<file path="src/rv_config.svh">
`ifndef RV_CONFIG_SVH
`define RV_CONFIG_SVH

// unified memory depth in 32-bit words.
`define MEM_WORDS 256

// word address width, log2 of the depth.
`define ADDR_BITS 8

`define RESET_PC 0

`endif

</file>
<file path="src/rvCore_pkg.sv">
`include "rv_config.svh"

package rvCore_pkg;

  typedef enum logic [6:0] {
    OP_IMM = 7'b0010011,
    OP     = 7'b0110011,
    LUI    = 7'b0110111,
    LOAD   = 7'b0000011,
    STORE  = 7'b0100011,
    BRANCH = 7'b1100011,
    SYSTEM = 7'b1110011
  } opcodeType;

  // field order matches the raw instruction word.
  typedef struct packed {
    logic [6:0] funct7;
    logic [4:0] rs2;
    logic [4:0] rs1;
    logic [2:0] funct3;
    logic [4:0] rd;
    opcodeType  opcode;
  } instructionType;

  typedef enum logic [2:0] {R_TYPE, I_TYPE, S_TYPE, B_TYPE, U_TYPE} encodingType;

  typedef enum logic [3:0] {
    ALU_ADD, ALU_SUB, ALU_LUI, ALU_SLL, ALU_SRL, ALU_SRA,
    ALU_XOR, ALU_OR, ALU_AND, ALU_SLT, ALU_SLTU
  } aluOpType;

  typedef enum logic [2:0] {
    BRANCH_NONE, BRANCH_BEQ, BRANCH_BNE, BRANCH_BLT,
    BRANCH_BGE, BRANCH_BLTU, BRANCH_BGEU
  } branchType;

  typedef struct packed {
    encodingType encoding;
    logic        regWrite;
    logic        aluSrc;     // b operand is the immediate.
    logic        memRead;
    logic        memWrite;
    logic        memToReg;
    logic        isBranch;
    logic        halt;
    aluOpType    aluOp;
    branchType   branchKind;
  } controlType;

  typedef enum logic [2:0] {
    S_IDLE, S_FETCH, S_DECODE, S_EXEC, S_MEM, S_WB, S_HALT
  } coreStateType;

  // shared by host and core requesters.
  typedef struct packed {
    logic                  req;
    logic                  we;
    logic [`ADDR_BITS-1:0] addr;   // word address.
    logic [31:0]           wdata;
  } memReqType;

endpackage

</file>
<file path="src/memArbiter.sv">
`timescale 1ns/1ns

module memArbiter (
  input  logic                  clk,
  input  logic                  arstN,
  input  rvCore_pkg::memReqType hostReq,
  input  rvCore_pkg::memReqType coreReq,
  output logic                  hostGnt,
  output logic                  coreGnt,
  output logic                  hostRdValid,
  output logic                  coreRdValid,
  output rvCore_pkg::memReqType memReq
);

  logic rdPending;
  logic rdHost;

  // host always wins.
  assign hostGnt = hostReq.req;
  assign coreGnt = coreReq.req & ~hostReq.req;
  assign memReq  = hostReq.req ? hostReq : coreReq;

  always_ff @(posedge clk or negedge arstN) begin
    if (!arstN) begin
      rdPending <= 1'b0;
      rdHost    <= 1'b0;
    end else begin
      rdPending <= (hostGnt & ~hostReq.we) | (coreGnt & ~coreReq.we);
      rdHost    <= hostGnt;
    end
  end

  assign hostRdValid = rdPending & rdHost;
  assign coreRdValid = rdPending & ~rdHost;

endmodule

</file>
<file path="config.mk">
export PLATFORM = sky130hd
export DESIGN_NAME = memArbiter
export DESIGN_NICKNAME = d
export VERILOG_FILES = /design/src/rvCore_pkg.sv /design/src/memArbiter.sv
export VERILOG_INCLUDE_DIRS = /design/src
export SDC_FILE = /design/constraint.sdc
export NUM_CORES = 1
export LEC_CHECK = 0
export BUFFER_PORTS_ARGS = -buffer_cell sky130_fd_sc_hd__buf_2
export CORE_MARGIN = 2
export CORE_UTILIZATION = 29
export DETAILED_ROUTE_END_ITERATION = 8
export PLACE_DENSITY = 0.87
export SLEW_MARGIN = 20
export SYNTH_ARGS = -nofsm -noshare
export SYNTH_HDL_FRONTEND = slang
export SYNTH_SLANG_ARGS = --single-unit
</file>
<file path="constraint.sdc">
create_clock -name clk -period 1.8 [get_ports clk]
set_input_delay 0.09 -clock clk [delete_from_list [all_inputs] [get_ports clk]]
set_output_delay 0.09 -clock clk [all_outputs]
set_load 0.01 [all_outputs]
</file>
==> flow_metrics.tcl <==
set metrics [dict create \
    post_cts_buffers 0 \
    io_pins 132 \
    irDropWorstVdd_mv 0.2465 \
    track_usage 0.1780 \
    finalSetupViolCount 0 \
    path_class "primary input to output pin" \
    synth_fp_nets 143 \
    status "finished clean" \
    crit_fanout 47 \
    wire_per_inst_microns 13.41 \
    io_buffers 131 \
    syn_to_final_growth_pct 90.98 \
    overflow 0 \
    start_util 0.3053 \
    worstHoldPathType "primary input to register" \
    leakagePower_nw 0.9079 \
    final-hold-violation-count 0 \
    grt_pass1_vias 859 \
    fin_area_sq_um 1431 \
    dpl_cell_area_sq_um 1399 \
    arrival_ps 1000 \
    die_x_microns 54.84 \
    fin_crit_sh 0.6059 \
    tightest_slew_ps 299.1 \
    dieArea_sq_um 3007 \
    yosysUniqueCellTypes 12 \
    gp_congestion 0.6910 \
    drc 0 \
    drt-total-wl_microns 2909 \
    syn-mean-instance-area_sq_um 13.15 \
    clk_pin_slew_ps 30 \
    crit_required_ps 1710 \
    powerDensity_nw_per_um2 361.3 \
    whs_path_depth 3 \
    antenna_cells 0 \
    cts_htree_levels 1 \
    fmax_ghz 0.9169 \
    drt_iter0_drc 3 \
    coreArea_sq_um 2455 \
    final_nets 275 \
    cp-end-kind "output pin" \
    rows 18 \
    setup_tns_ps 0 \
    clk_path_buf_depth 2 \
    setup.worst_path.start_class "primary input" \
    via_per_inst 4.373 \
    grt_pass1_wl_microns 3698 \
    ant_nets 0 \
    maxCapViolations 0 \
    antenna_found_initial 0 \
    grt_max_degree 48 \
    cts_root_buffer "clkbuf_4" \
    timing.final.crit_period_ps 1091 \
    synth-seq-area-share 0.06678 \
    netlist_instances 57 \
    place_hpwl_microns 2542 \
    vias 949 \
    synth.cell_area_sq_um 749.5 \
    drive_gt1_frac 0.9412 \
    die_height_microns 54.84 \
    rsz0062_at_grt "no" \
    numCtsBuffers 3 \
    ys_warn_count 0 \
    max_slew_margin 0.8006 \
    cts_tree "built" \
    synth-seq-cells 2 \
    cts.sinks 2 \
    drv_slew 0 \
    first_pass_iters 2 \
]
synth_stat cells, drive strengths merged:
cell type	number	area, sq um
o21ai	1	5.000
mux2	40	585.6
and2	1	6.260
or2	1	6.260
buf	6	63.81
nand2	1	3.750
inv	2	7.510
nor2b	2	12.51
dfrtp	2	50.05
a22o	1	8.760
cell type report:
| cell class | count | area, sq um |
|---|---|---|
| fill | 233 | 1023 |
| timing repair buffer | 133 | 685.7 |
| multi-input combinational | 47 | 628.1 |
| sequential | 2 | 50.05 |
| tap | 30 | 37.54 |
| clock buffer | 3 | 22.52 |
| inverter | 2 | 7.507 |
routing by layer:
| layer | global-route usage | wire length, microns | vias to the layer above |
|---|---|---|---|
| met4 | 0.09583 | 30 | 0 |
| met1 | 0.1552 | 912 | 410 |
| met5 | 0 | 0 | - |
| li1 | - | - | 469 |
| met3 | 0.03825 | 360 | 4 |
| met2 | 0.3631 | 1605 | 66 |
registers in the layout, indices dropped and copies added, names as in the netlist:
name and flops:
rdPending 1, rdHost 1
final timing paths:
path / startpoint / end / slack [ps]
min: coreReq[40] / rdPending / 170
max in group asynchronous: arstN / rdPending / 1480
max: hostReq[41] / memReq[2] / 710
min in group asynchronous: arstN / rdHost / 220
layout by cell type (no fill, tap or decap):
master | Yosys | routed
a22o_1 | 1 | 1
and2_1 | 1 | 1
buf_12 | 0 | 1
buf_2 | 0 | 131
clkbuf_4 | 0 | 3
dfrtp_1 | 2 | 2
dlygate4sd3_1 | 0 | 1
inv_1 | 2 | 2
mux2_2 | 4 | 4
mux2_4 | 36 | 36
nand2_1 | 1 | 1
nor2b_1 | 2 | 2
o21ai_0 | 1 | 1
or2_2 | 1 | 1
timing repair:
| action | 4_1_cts | 5_1_grt |
|---|---|---|
| endpoints found under the setup margin | 0 | 0 |
| gates resized for setup | 0 | 0 |
| hold buffers | 1 | 0 |
| hold endpoints to repair | 2 | 0 |
worst max-delay path, stage by stage:
cell and delay (ps):
buf_2 100, buf_12 290, mux2_2 370, buf_2 140
cells by family (layout without fill, tap and decap cells):
kind of cell / Yosys count / after routing / synth area share
AO/OA/AOI/OAI: 2 / 2 / 0.01836
AND/OR/NAND/NOR: 5 / 5 / 0.03840
multiplexers: 40 / 40 / 0.7813
flip-flops: 2 / 2 / 0.06678
buffers and inverters: 8 / 138 / 0.09516
power by group:
group / switching (mW) / total [mW] / internal (mW)
Clock: 0.0246 / 0.0981 / 0.0735
Combinational: 0.144 / 0.370 / 0.226
Sequential: 0.00106 / 0.0492 / 0.0481
Total: 0.170 / 0.517 / 0.348
per-stage QoR:
stage          hold WS [ps]  cells  utilization  setup WS [ps]  power (mW)
2_1_floorplan        -205.6     57            -           1020      0.2523
3_3_place_gp         -125.5    213       0.5698          723.7      0.4123
3_5_place_dp         -123.7    213       0.5698          710.0      0.4204
4_1_cts               157.2    217       0.5831          708.8      0.5291
5_1_grt               179.6    217       0.5831          665.1      0.5631
6_report              165.6    217       0.5831          709.3      0.5172
No activity file was read; power rests on OpenSTA's default activity.
