File: src/rv_config.svh
`ifndef RV_CONFIG_SVH
`define RV_CONFIG_SVH

// unified memory depth in 32-bit words.
`define MEM_WORDS 256

// word address width, log2 of the depth.
`define ADDR_BITS 8

`define RESET_PC 0

`endif

File: src/rvCore_pkg.sv
`include "rv_config.svh"

package rvCore_pkg;

  typedef enum logic [6:0] {
    OP_IMM = 7'b0010011,
    OP     = 7'b0110011,
    LUI    = 7'b0110111,
    LOAD   = 7'b0000011,
    STORE  = 7'b0100011,
    BRANCH = 7'b1100011,
    SYSTEM = 7'b1110011
  } opcodeType;

  // field order matches the raw instruction word.
  typedef struct packed {
    logic [6:0] funct7;
    logic [4:0] rs2;
    logic [4:0] rs1;
    logic [2:0] funct3;
    logic [4:0] rd;
    opcodeType  opcode;
  } instructionType;

  typedef enum logic [2:0] {R_TYPE, I_TYPE, S_TYPE, B_TYPE, U_TYPE} encodingType;

  typedef enum logic [3:0] {
    ALU_ADD, ALU_SUB, ALU_LUI, ALU_SLL, ALU_SRL, ALU_SRA,
    ALU_XOR, ALU_OR, ALU_AND, ALU_SLT, ALU_SLTU
  } aluOpType;

  typedef enum logic [2:0] {
    BRANCH_NONE, BRANCH_BEQ, BRANCH_BNE, BRANCH_BLT,
    BRANCH_BGE, BRANCH_BLTU, BRANCH_BGEU
  } branchType;

  typedef struct packed {
    encodingType encoding;
    logic        regWrite;
    logic        aluSrc;     // b operand is the immediate.
    logic        memRead;
    logic        memWrite;
    logic        memToReg;
    logic        isBranch;
    logic        halt;
    aluOpType    aluOp;
    branchType   branchKind;
  } controlType;

  typedef enum logic [2:0] {
    S_IDLE, S_FETCH, S_DECODE, S_EXEC, S_MEM, S_WB, S_HALT
  } coreStateType;

  // shared by host and core requesters.
  typedef struct packed {
    logic                  req;
    logic                  we;
    logic [`ADDR_BITS-1:0] addr;   // word address.
    logic [31:0]           wdata;
  } memReqType;

endpackage

File: src/alu.sv
`timescale 1ns/1ns

module alu (
  input  rvCore_pkg::aluOpType  aluOp,
  input  rvCore_pkg::branchType branchKind,
  input  logic [31:0]           a,
  input  logic [31:0]           b,
  output logic [31:0]           result,
  output logic                  taken
);

  always_comb begin
    case (aluOp)
      rvCore_pkg::ALU_ADD:  result = a + b;
      rvCore_pkg::ALU_SUB:  result = a - b;
      rvCore_pkg::ALU_LUI:  result = b; // upper immediate already shifted.
      rvCore_pkg::ALU_SLL:  result = a << b[4:0];
      rvCore_pkg::ALU_SRL:  result = a >> b[4:0];
      rvCore_pkg::ALU_SRA:  result = $signed(a) >>> b[4:0];
      rvCore_pkg::ALU_XOR:  result = a ^ b;
      rvCore_pkg::ALU_OR:   result = a | b;
      rvCore_pkg::ALU_AND:  result = a & b;
      rvCore_pkg::ALU_SLT:  result = {31'd0, $signed(a) < $signed(b)};
      rvCore_pkg::ALU_SLTU: result = {31'd0, a < b};
      default:              result = '0;
    endcase
  end

  // branch compare, a is rs1 and b is rs2.
  always_comb begin
    case (branchKind)
      rvCore_pkg::BRANCH_BEQ:  taken = (a == b);
      rvCore_pkg::BRANCH_BNE:  taken = (a != b);
      rvCore_pkg::BRANCH_BLT:  taken = ($signed(a) < $signed(b));
      rvCore_pkg::BRANCH_BGE:  taken = ($signed(a) >= $signed(b));
      rvCore_pkg::BRANCH_BLTU: taken = (a < b);
      rvCore_pkg::BRANCH_BGEU: taken = (a >= b);
      default:                 taken = 1'b0;
    endcase
  end

endmodule

File: src/control.sv
`timescale 1ns/1ns

module control (
  input  rvCore_pkg::instructionType instruction,
  output rvCore_pkg::controlType     control
);

  always_comb begin
    control = '0;

    case (instruction.opcode)
      rvCore_pkg::OP_IMM: begin
        control.encoding = rvCore_pkg::I_TYPE;
        control.regWrite = 1'b1;
        control.aluSrc   = 1'b1;
      end
      rvCore_pkg::OP: begin
        control.encoding = rvCore_pkg::R_TYPE;
        control.regWrite = 1'b1;
      end
      rvCore_pkg::LUI: begin
        control.encoding = rvCore_pkg::U_TYPE;
        control.regWrite = 1'b1;
        control.aluSrc   = 1'b1; // immediate passes straight through.
        control.aluOp    = rvCore_pkg::ALU_LUI;
      end
      rvCore_pkg::LOAD: begin
        control.encoding = rvCore_pkg::I_TYPE;
        control.regWrite = 1'b1;
        control.aluSrc   = 1'b1;
        control.memRead  = 1'b1;
        control.memToReg = 1'b1;
      end
      rvCore_pkg::STORE: begin
        control.encoding = rvCore_pkg::S_TYPE;
        control.aluSrc   = 1'b1;
        control.memWrite = 1'b1;
      end
      rvCore_pkg::BRANCH: begin
        control.encoding = rvCore_pkg::B_TYPE;
        control.isBranch = 1'b1;
      end
      rvCore_pkg::SYSTEM: begin
        // ecall only, ebreak has rs2 = 1.
        control.halt = (instruction.funct3 == 3'b000) && (instruction.funct7 == 7'd0)
                       && (instruction.rs2 == 5'd0);
      end
      default: ; // unknown opcode, no-op.
    endcase

    if (instruction.opcode == rvCore_pkg::OP || instruction.opcode == rvCore_pkg::OP_IMM) begin
      case (instruction.funct3)
        3'b000: begin
          // addi has no sub form.
          if (instruction.opcode == rvCore_pkg::OP && instruction.funct7[5])
            control.aluOp = rvCore_pkg::ALU_SUB;
          else
            control.aluOp = rvCore_pkg::ALU_ADD;
        end
        3'b001: control.aluOp = rvCore_pkg::ALU_SLL;
        3'b010: control.aluOp = rvCore_pkg::ALU_SLT;
        3'b011: control.aluOp = rvCore_pkg::ALU_SLTU;
        3'b100: control.aluOp = rvCore_pkg::ALU_XOR;
        3'b101: control.aluOp = instruction.funct7[5] ? rvCore_pkg::ALU_SRA : rvCore_pkg::ALU_SRL;
        3'b110: control.aluOp = rvCore_pkg::ALU_OR;
        default: control.aluOp = rvCore_pkg::ALU_AND;
      endcase
    end

    if (instruction.opcode == rvCore_pkg::BRANCH) begin
      case (instruction.funct3)
        3'b000: control.branchKind = rvCore_pkg::BRANCH_BEQ;
        3'b001: control.branchKind = rvCore_pkg::BRANCH_BNE;
        3'b100: control.branchKind = rvCore_pkg::BRANCH_BLT;
        3'b101: control.branchKind = rvCore_pkg::BRANCH_BGE;
        3'b110: control.branchKind = rvCore_pkg::BRANCH_BLTU;
        3'b111: control.branchKind = rvCore_pkg::BRANCH_BGEU;
        default: control.branchKind = rvCore_pkg::BRANCH_NONE;
      endcase
    end
  end

endmodule

File: src/core.sv
`timescale 1ns/1ns
`include "rv_config.svh"

module core (
  input  logic                  clk,
  input  logic                  arstN,
  input  logic                  start,
  output rvCore_pkg::memReqType coreReq,
  input  logic                  coreGnt,
  input  logic                  coreRdValid,
  input  logic [31:0]           rdata,
  output logic                  done
);

  rvCore_pkg::coreStateType   state;
  rvCore_pkg::instructionType ir;
  rvCore_pkg::controlType     ctrl;
  logic [31:0] pc;
  logic [31:0] irWord;
  logic [31:0] imm;
  logic [31:0] opA;
  logic [31:0] opB;
  logic [31:0] aluOut;
  logic [31:0] mdr;
  logic [31:0] rs1Data;
  logic [31:0] rs2Data;
  logic [31:0] aluB;
  logic [31:0] aluResult;
  logic [31:0] wbData;
  logic        taken;
  logic        waitRd;  // granted read, data not back yet.
  logic        regWe;

  assign irWord = ir;

  control i_control (.instruction(ir), .control(ctrl));

  alu i_alu (
    .aluOp(ctrl.aluOp), .branchKind(ctrl.branchKind),
    .a(opA), .b(aluB), .result(aluResult), .taken(taken)
  );

  assign regWe  = (state == rvCore_pkg::S_WB) && ctrl.regWrite;
  assign wbData = ctrl.memToReg ? mdr : aluOut;

  regFile i_regFile (
    .clk(clk), .arstN(arstN), .rs1(ir.rs1), .rs2(ir.rs2), .rd(ir.rd),
    .we(regWe), .wdata(wbData), .rdata1(rs1Data), .rdata2(rs2Data)
  );

  always_comb begin
    case (ctrl.encoding)
      rvCore_pkg::I_TYPE: imm = {{20{irWord[31]}}, irWord[31:20]};
      rvCore_pkg::S_TYPE: imm = {{20{irWord[31]}}, irWord[31:25], irWord[11:7]};
      rvCore_pkg::B_TYPE: imm = {{19{irWord[31]}}, irWord[31], irWord[7],
                                 irWord[30:25], irWord[11:8], 1'b0};
      rvCore_pkg::U_TYPE: imm = {irWord[31:12], 12'd0};
      default:            imm = '0;
    endcase
  end

  assign aluB = ctrl.aluSrc ? imm : opB;

  always_comb begin
    coreReq.req   = ~waitRd && (state == rvCore_pkg::S_FETCH || state == rvCore_pkg::S_MEM);
    coreReq.we    = (state == rvCore_pkg::S_MEM) && ctrl.memWrite;
    coreReq.addr  = (state == rvCore_pkg::S_FETCH) ? pc[`ADDR_BITS+1:2]
                                                   : aluOut[`ADDR_BITS+1:2];
    coreReq.wdata = opB;
  end

  always_ff @(posedge clk or negedge arstN) begin
    if (!arstN) begin
      state  <= rvCore_pkg::S_IDLE;
      pc     <= 32'(`RESET_PC);
      waitRd <= 1'b0;
    end else begin
      case (state)
        rvCore_pkg::S_IDLE: if (start) state <= rvCore_pkg::S_FETCH;
        rvCore_pkg::S_FETCH: begin
          if (coreGnt) waitRd <= 1'b1;
          if (coreRdValid) begin
            waitRd <= 1'b0;
            state  <= rvCore_pkg::S_DECODE;
          end
        end
        rvCore_pkg::S_DECODE: state <= rvCore_pkg::S_EXEC;
        rvCore_pkg::S_EXEC: begin
          pc <= (ctrl.isBranch && taken) ? pc + imm : pc + 32'd4;
          if (ctrl.halt) state <= rvCore_pkg::S_HALT;
          else if (ctrl.memRead || ctrl.memWrite) state <= rvCore_pkg::S_MEM;
          else if (ctrl.regWrite) state <= rvCore_pkg::S_WB;
          else state <= rvCore_pkg::S_FETCH;
        end
        rvCore_pkg::S_MEM: begin
          if (coreGnt && ctrl.memWrite) state <= rvCore_pkg::S_FETCH; // store done at grant.
          else if (coreGnt) waitRd <= 1'b1;
          if (coreRdValid) begin
            waitRd <= 1'b0;
            state  <= rvCore_pkg::S_WB;
          end
        end
        rvCore_pkg::S_WB: state <= rvCore_pkg::S_FETCH;
        rvCore_pkg::S_HALT: ; // parked until reset.
        default: state <= rvCore_pkg::S_IDLE;
      endcase
    end
  end

  always_ff @(posedge clk) begin
    if (state == rvCore_pkg::S_FETCH && coreRdValid) ir <= rdata;
    if (state == rvCore_pkg::S_DECODE) begin
      opA <= rs1Data;
      opB <= rs2Data;
    end
    if (state == rvCore_pkg::S_EXEC) aluOut <= aluResult;
    if (state == rvCore_pkg::S_MEM && coreRdValid) mdr <= rdata;
  end

  assign done = (state == rvCore_pkg::S_HALT);

endmodule

File: src/regFile.sv
`timescale 1ns/1ns

module regFile (
  input  logic        clk,
  input  logic        arstN,
  input  logic [4:0]  rs1,
  input  logic [4:0]  rs2,
  input  logic [4:0]  rd,
  input  logic        we,
  input  logic [31:0] wdata,
  output logic [31:0] rdata1,
  output logic [31:0] rdata2
);

  logic [31:0] regs [32];

  always_ff @(posedge clk or negedge arstN) begin
    if (!arstN) begin
      for (int i = 0; i < 32; i++) regs[i] <= '0;
    end else if (we && rd != 5'd0) begin
      regs[rd] <= wdata; // x0 never written.
    end
  end

  assign rdata1 = (rs1 == 5'd0) ? 32'd0 : regs[rs1];
  assign rdata2 = (rs2 == 5'd0) ? 32'd0 : regs[rs2];

endmodule

File: config.mk
export PLATFORM = sky130hd
export DESIGN_NAME = core
export DESIGN_NICKNAME = d
export VERILOG_FILES = /design/src/rvCore_pkg.sv /design/src/alu.sv /design/src/control.sv /design/src/core.sv /design/src/regFile.sv
export VERILOG_INCLUDE_DIRS = /design/src
export SDC_FILE = /design/constraint.sdc
export NUM_CORES = 2
export LEC_CHECK = 0
export BUFFER_PORTS_ARGS = -buffer_cell sky130_fd_sc_hd__buf_2
export CAP_MARGIN = 20
export CELL_PAD_IN_SITES_DETAIL_PLACEMENT = 0
export CELL_PAD_IN_SITES_GLOBAL_PLACEMENT = 1
export CORE_ASPECT_RATIO = 0.8
export CORE_MARGIN = 10
export CORE_UTILIZATION = 45
export CTS_BUF_LIST = sky130_fd_sc_hd__clkbuf_16
export DETAILED_ROUTE_END_ITERATION = 16
export GPL_TIMING_DRIVEN = 0
export PLACE_DENSITY_LB_ADDON = 0.3
export SETUP_SLACK_MARGIN = 0.3
export SKIP_LAST_GASP = 1
export SYNTH_ARGS = -nofsm -noshare
export SYNTH_HDL_FRONTEND = slang
export SYNTH_SLANG_ARGS = --single-unit
File: constraint.sdc
create_clock -name clk -period 11.81 [get_ports clk]
set_input_delay 2.362 -clock clk [delete_from_list [all_inputs] [get_ports clk]]
set_output_delay 2.362 -clock clk [all_outputs]
set_load 0.005 [all_outputs]
==> results.cfg <==
[run]
maxCapViolCount = 0

[logic_synthesis]
yosysWarnings = 0
syn_nets = 6478
synth_edf_count = 160
avgSynthCellArea_sq_um = 10.7
yosysUniqueCellTypes = 98
yosys_most_used_dff = dfrtp_1
netlist_area_sq_um = 68000
async_reset_ff_frac = 0.866
yosysSeqAreaShare = 0.453
ys_ff_latch = 1198
synthCells = 6333

[clocking]
cts_hold_buf = 0
cts_post_setup_buffers_inserted = 0
cts_tree = built
clk_pin_slew_ns = 0.06
cts_sinks = 1198
worstSkewPairLatency_ns = 0.82
htreeDepth = 3
ctsResizeCount = 0
cts.path.max_buffers = 3
numCtsBuffers = 121
cts_root_buf = clkbuf_16

[finish]
fin_nets = 6790
multi_input_area_sq_um = 34400
area.sequential_sq_um = 30800
fin_cells = 8759
drive_gt1_frac = 0.169
syn_to_final_growth_pct = 12.8
fillers = 13800

[detailed_routing]
firstDrtPassIters = 6
num_vias = 60600
wire_per_inst_um = 38.5
drc_errors = 0
vias_per_cell = 6.91
drtIter0Drc = 10000
finalWirelength_mm = 337
ant_nets = 0

[critical_path]
cp-end-kind = register
cp.required_ns = 12.35
start_kind = register
critPathLaunch = ir[15]
cp.arrival_ns = 9.74
critPathMaxFanout = 10
worstReg2RegStart = ir[15]
crit_type = reg2reg

[power]
p_leak_nw = 32.8
swShare = 0.412
clockPowerShare = 0.297
switchingPower_mw = 5.44
total_power_mw = 13.2
p_per_area_nw_per_um2 = 172
seq_power_share = 0.346
internal-power_mw = 7.78
p_comb_frac = 0.357
vdd_drop_max_v = 0.000147

[placement]
hpwl_mm = 267
place_congestion = 1.06
place_inst = 8491
portBuffers = 79

[die]
core_sq_um = 150000
die_h_um = 368
fp.dieW_um = 455
io_pins = 80
start_util = 0.453
die_area_sq_um = 167000
rows = 127

[sta]
hold_viol = 0
final.setup_skew_ns = 0.0512
tightest_slew_ns = 1.38
slew_viol_final = 0
hold_ws_ns = 0.480
post-route-period-util = 0.779
fmax_mhz = 109
period_needed_ns = 9.20
setup_viol = 0
tns_ns = 0
max-slew-margin-rel = 0.0826
grt_setup_unrepaired = false

[global_route]
grt_pass1_vias = 57300
antenna_found_initial = 22
track_usage = 0.394
grt_overflow = 0
grt_pass1_wl_mm = 460
grt_start_max_net_pins = 164

[hold_path]
hp-class = reg2reg
min_from = pc[9]

[outcome]
status = complete, no violations
-- path summary, 6_finish.rpt --
path	end	slack [ns]	depth (start not counted)
worst max-delay path	aluOut[30]	2.61	22
worst min-delay path	pc[9]	0.48	1
worst max register to register	aluOut[30]	2.61	22
worst min register to register	pc[9]	0.48	1
max in group asynchronous	i_regFile.regs[984]	7.19	5
min in group asynchronous	i_regFile.regs[198]	1.54	1
-- layout by cell type (no fill, tap or decap), types with 16 or more instances in the layout --
cell type	instances
clkbuf_1	507
nand2_1	523
buf_8	60
and3_1	22
clkinv_1	23
a211o_1	16
a211oi_1	22
a21oi_1	865
buf_2	127
o21ai_0	412
o22ai_1	50
nor2_1	867
clkinv_2	40
a21o_1	56
mux2i_1	233
ha_1	107
nand2b_1	18
inv_1	118
edfxtp_1	160
o211ai_1	35
buf_16	18
mux2_2	88
nor3_1	44
o221ai_1	42
xnor2_1	17
and2_1	31
buf_6	16
clkbuf_16	122
a31oi_1	21
o21a_1	27
buf_1	68
a221oi_1	39
dfrtp_1	1038
mux4_2	558
nor4_1	17
nand3_1	41
-- registers in the layout, summed over array words and instances, names as in the netlist --
register / flops
i_regFile.regs: 1024
aluOut: 32
ir: 32
mdr: 32
opA: 32
opB: 32
pc: 10
state: 3
waitRd: 1
-- synth_stat cells, drive strengths merged, types with 35 or more instances --
cell type,count,area [sq um]
inv,101,379
o21ai,414,2080
mux2,88,991
a21oi,866,4330
nor3,49,250
nand2,524,1970
o221ai,42,368
mux2i,235,2350
o22ai,50,313
edfxtp,160,4800
nor2,868,3260
buf,117,487
a221oi,40,357
o211ai,35,263
ha,107,1340
mux4,558,12600
nand3,41,205
a21o,57,429
dfrtp,1038,26000
clkbuf,522,1960
-- logic make-up (layout without fill, tap and decap cells) --
group / count (synthesis) / in the layout / synth area share
adders and majority gates: 108 / 108 / 0.0200
and+or+nand+nor: 1645 / 1645 / 0.100
buffers and inverters: 742 / 1162 / 0.0417
DFF: 1198 / 1198 / 0.453
AOI/OAI and AO/OA: 1736 / 1736 / 0.148
xor gates and xnor gates: 23 / 23 / 0.00296
other: 0 / 7 / 0
muxes: 881 / 881 / 0.234
-- through the flow --
| stage | cell area (sq um) | utilization | setup WS [ns] |
|---|---|---|---|
| floorplan | 68000 | - | 6.35 |
| detailed placement | 72300 | 0.482 | 3.19 |
| finish | 76700 | 0.511 | 2.61 |
| CTS | 76300 | 0.508 | 3.16 |
| global placement | 70900 | 0.472 | -15.04 |
| global route | 76700 | 0.511 | 2.69 |
-- layout make-up --
type	instances	share of cell area
Multi-Input combinational cell	4393	0.449
Sequential cell	1198	0.401
Clock buffer	122	0.0398
Tap cell	1999	0.0326
Buffer	639	0.0324
Timing Repair Buffer	189	0.0281
Clock inverter	109	0.0115
Inverter	103	0.00504
Antenna cell	7	0.000228
-- power groups by stage --
stage               logic, mW  clock network, mW  registers, mW
floorplan                2.35                  0           4.53
global placement         4.29                  0           4.66
detailed placement       4.42                  0           4.64
CTS                      4.44               3.92           4.57
global route             4.80               4.09           4.58
finish                   4.72               3.92           4.58
-- metal layers --
| metal | wire length (um) | up-vias | track usage | part of all wire |
|---|---|---|---|---|
| met3 | 54000 | 754 | 0.184 | 0.16 |
| met2 | 129000 | 4520 | 0.503 | 0.38 |
| li1 | - | 23900 | - | - |
| met1 | 138000 | 31400 | 0.570 | 0.41 |
| met5 | 131 | - | 0 | 0.00039 |
| met4 | 15900 | 20 | 0.152 | 0.047 |
-- critical path, stage by stage, from the launching register on --
cell	delay, ns
edfxtp_1	0.32
clkbuf_1	0.40
clkbuf_1	0.72
buf_2	0.70
buf_2	0.69
buf_2	0.74
buf_2	0.81
nand2_1	0.15
nand2_1	0.12
o21a_1	0.14
inv_1	0.07
ha_1	0.27
clkbuf_1	0.40
and3_1	0.25
nor2b_1	0.49
and3_1	0.31
o211ai_1	0.36
a31oi_1	0.79
a221o_1	0.31
a211o_1	0.20
nand2_1	0.09
mux2i_1	0.14
a2111o_1	0.40
Note: power is estimated with default switching activity, not from simulation.
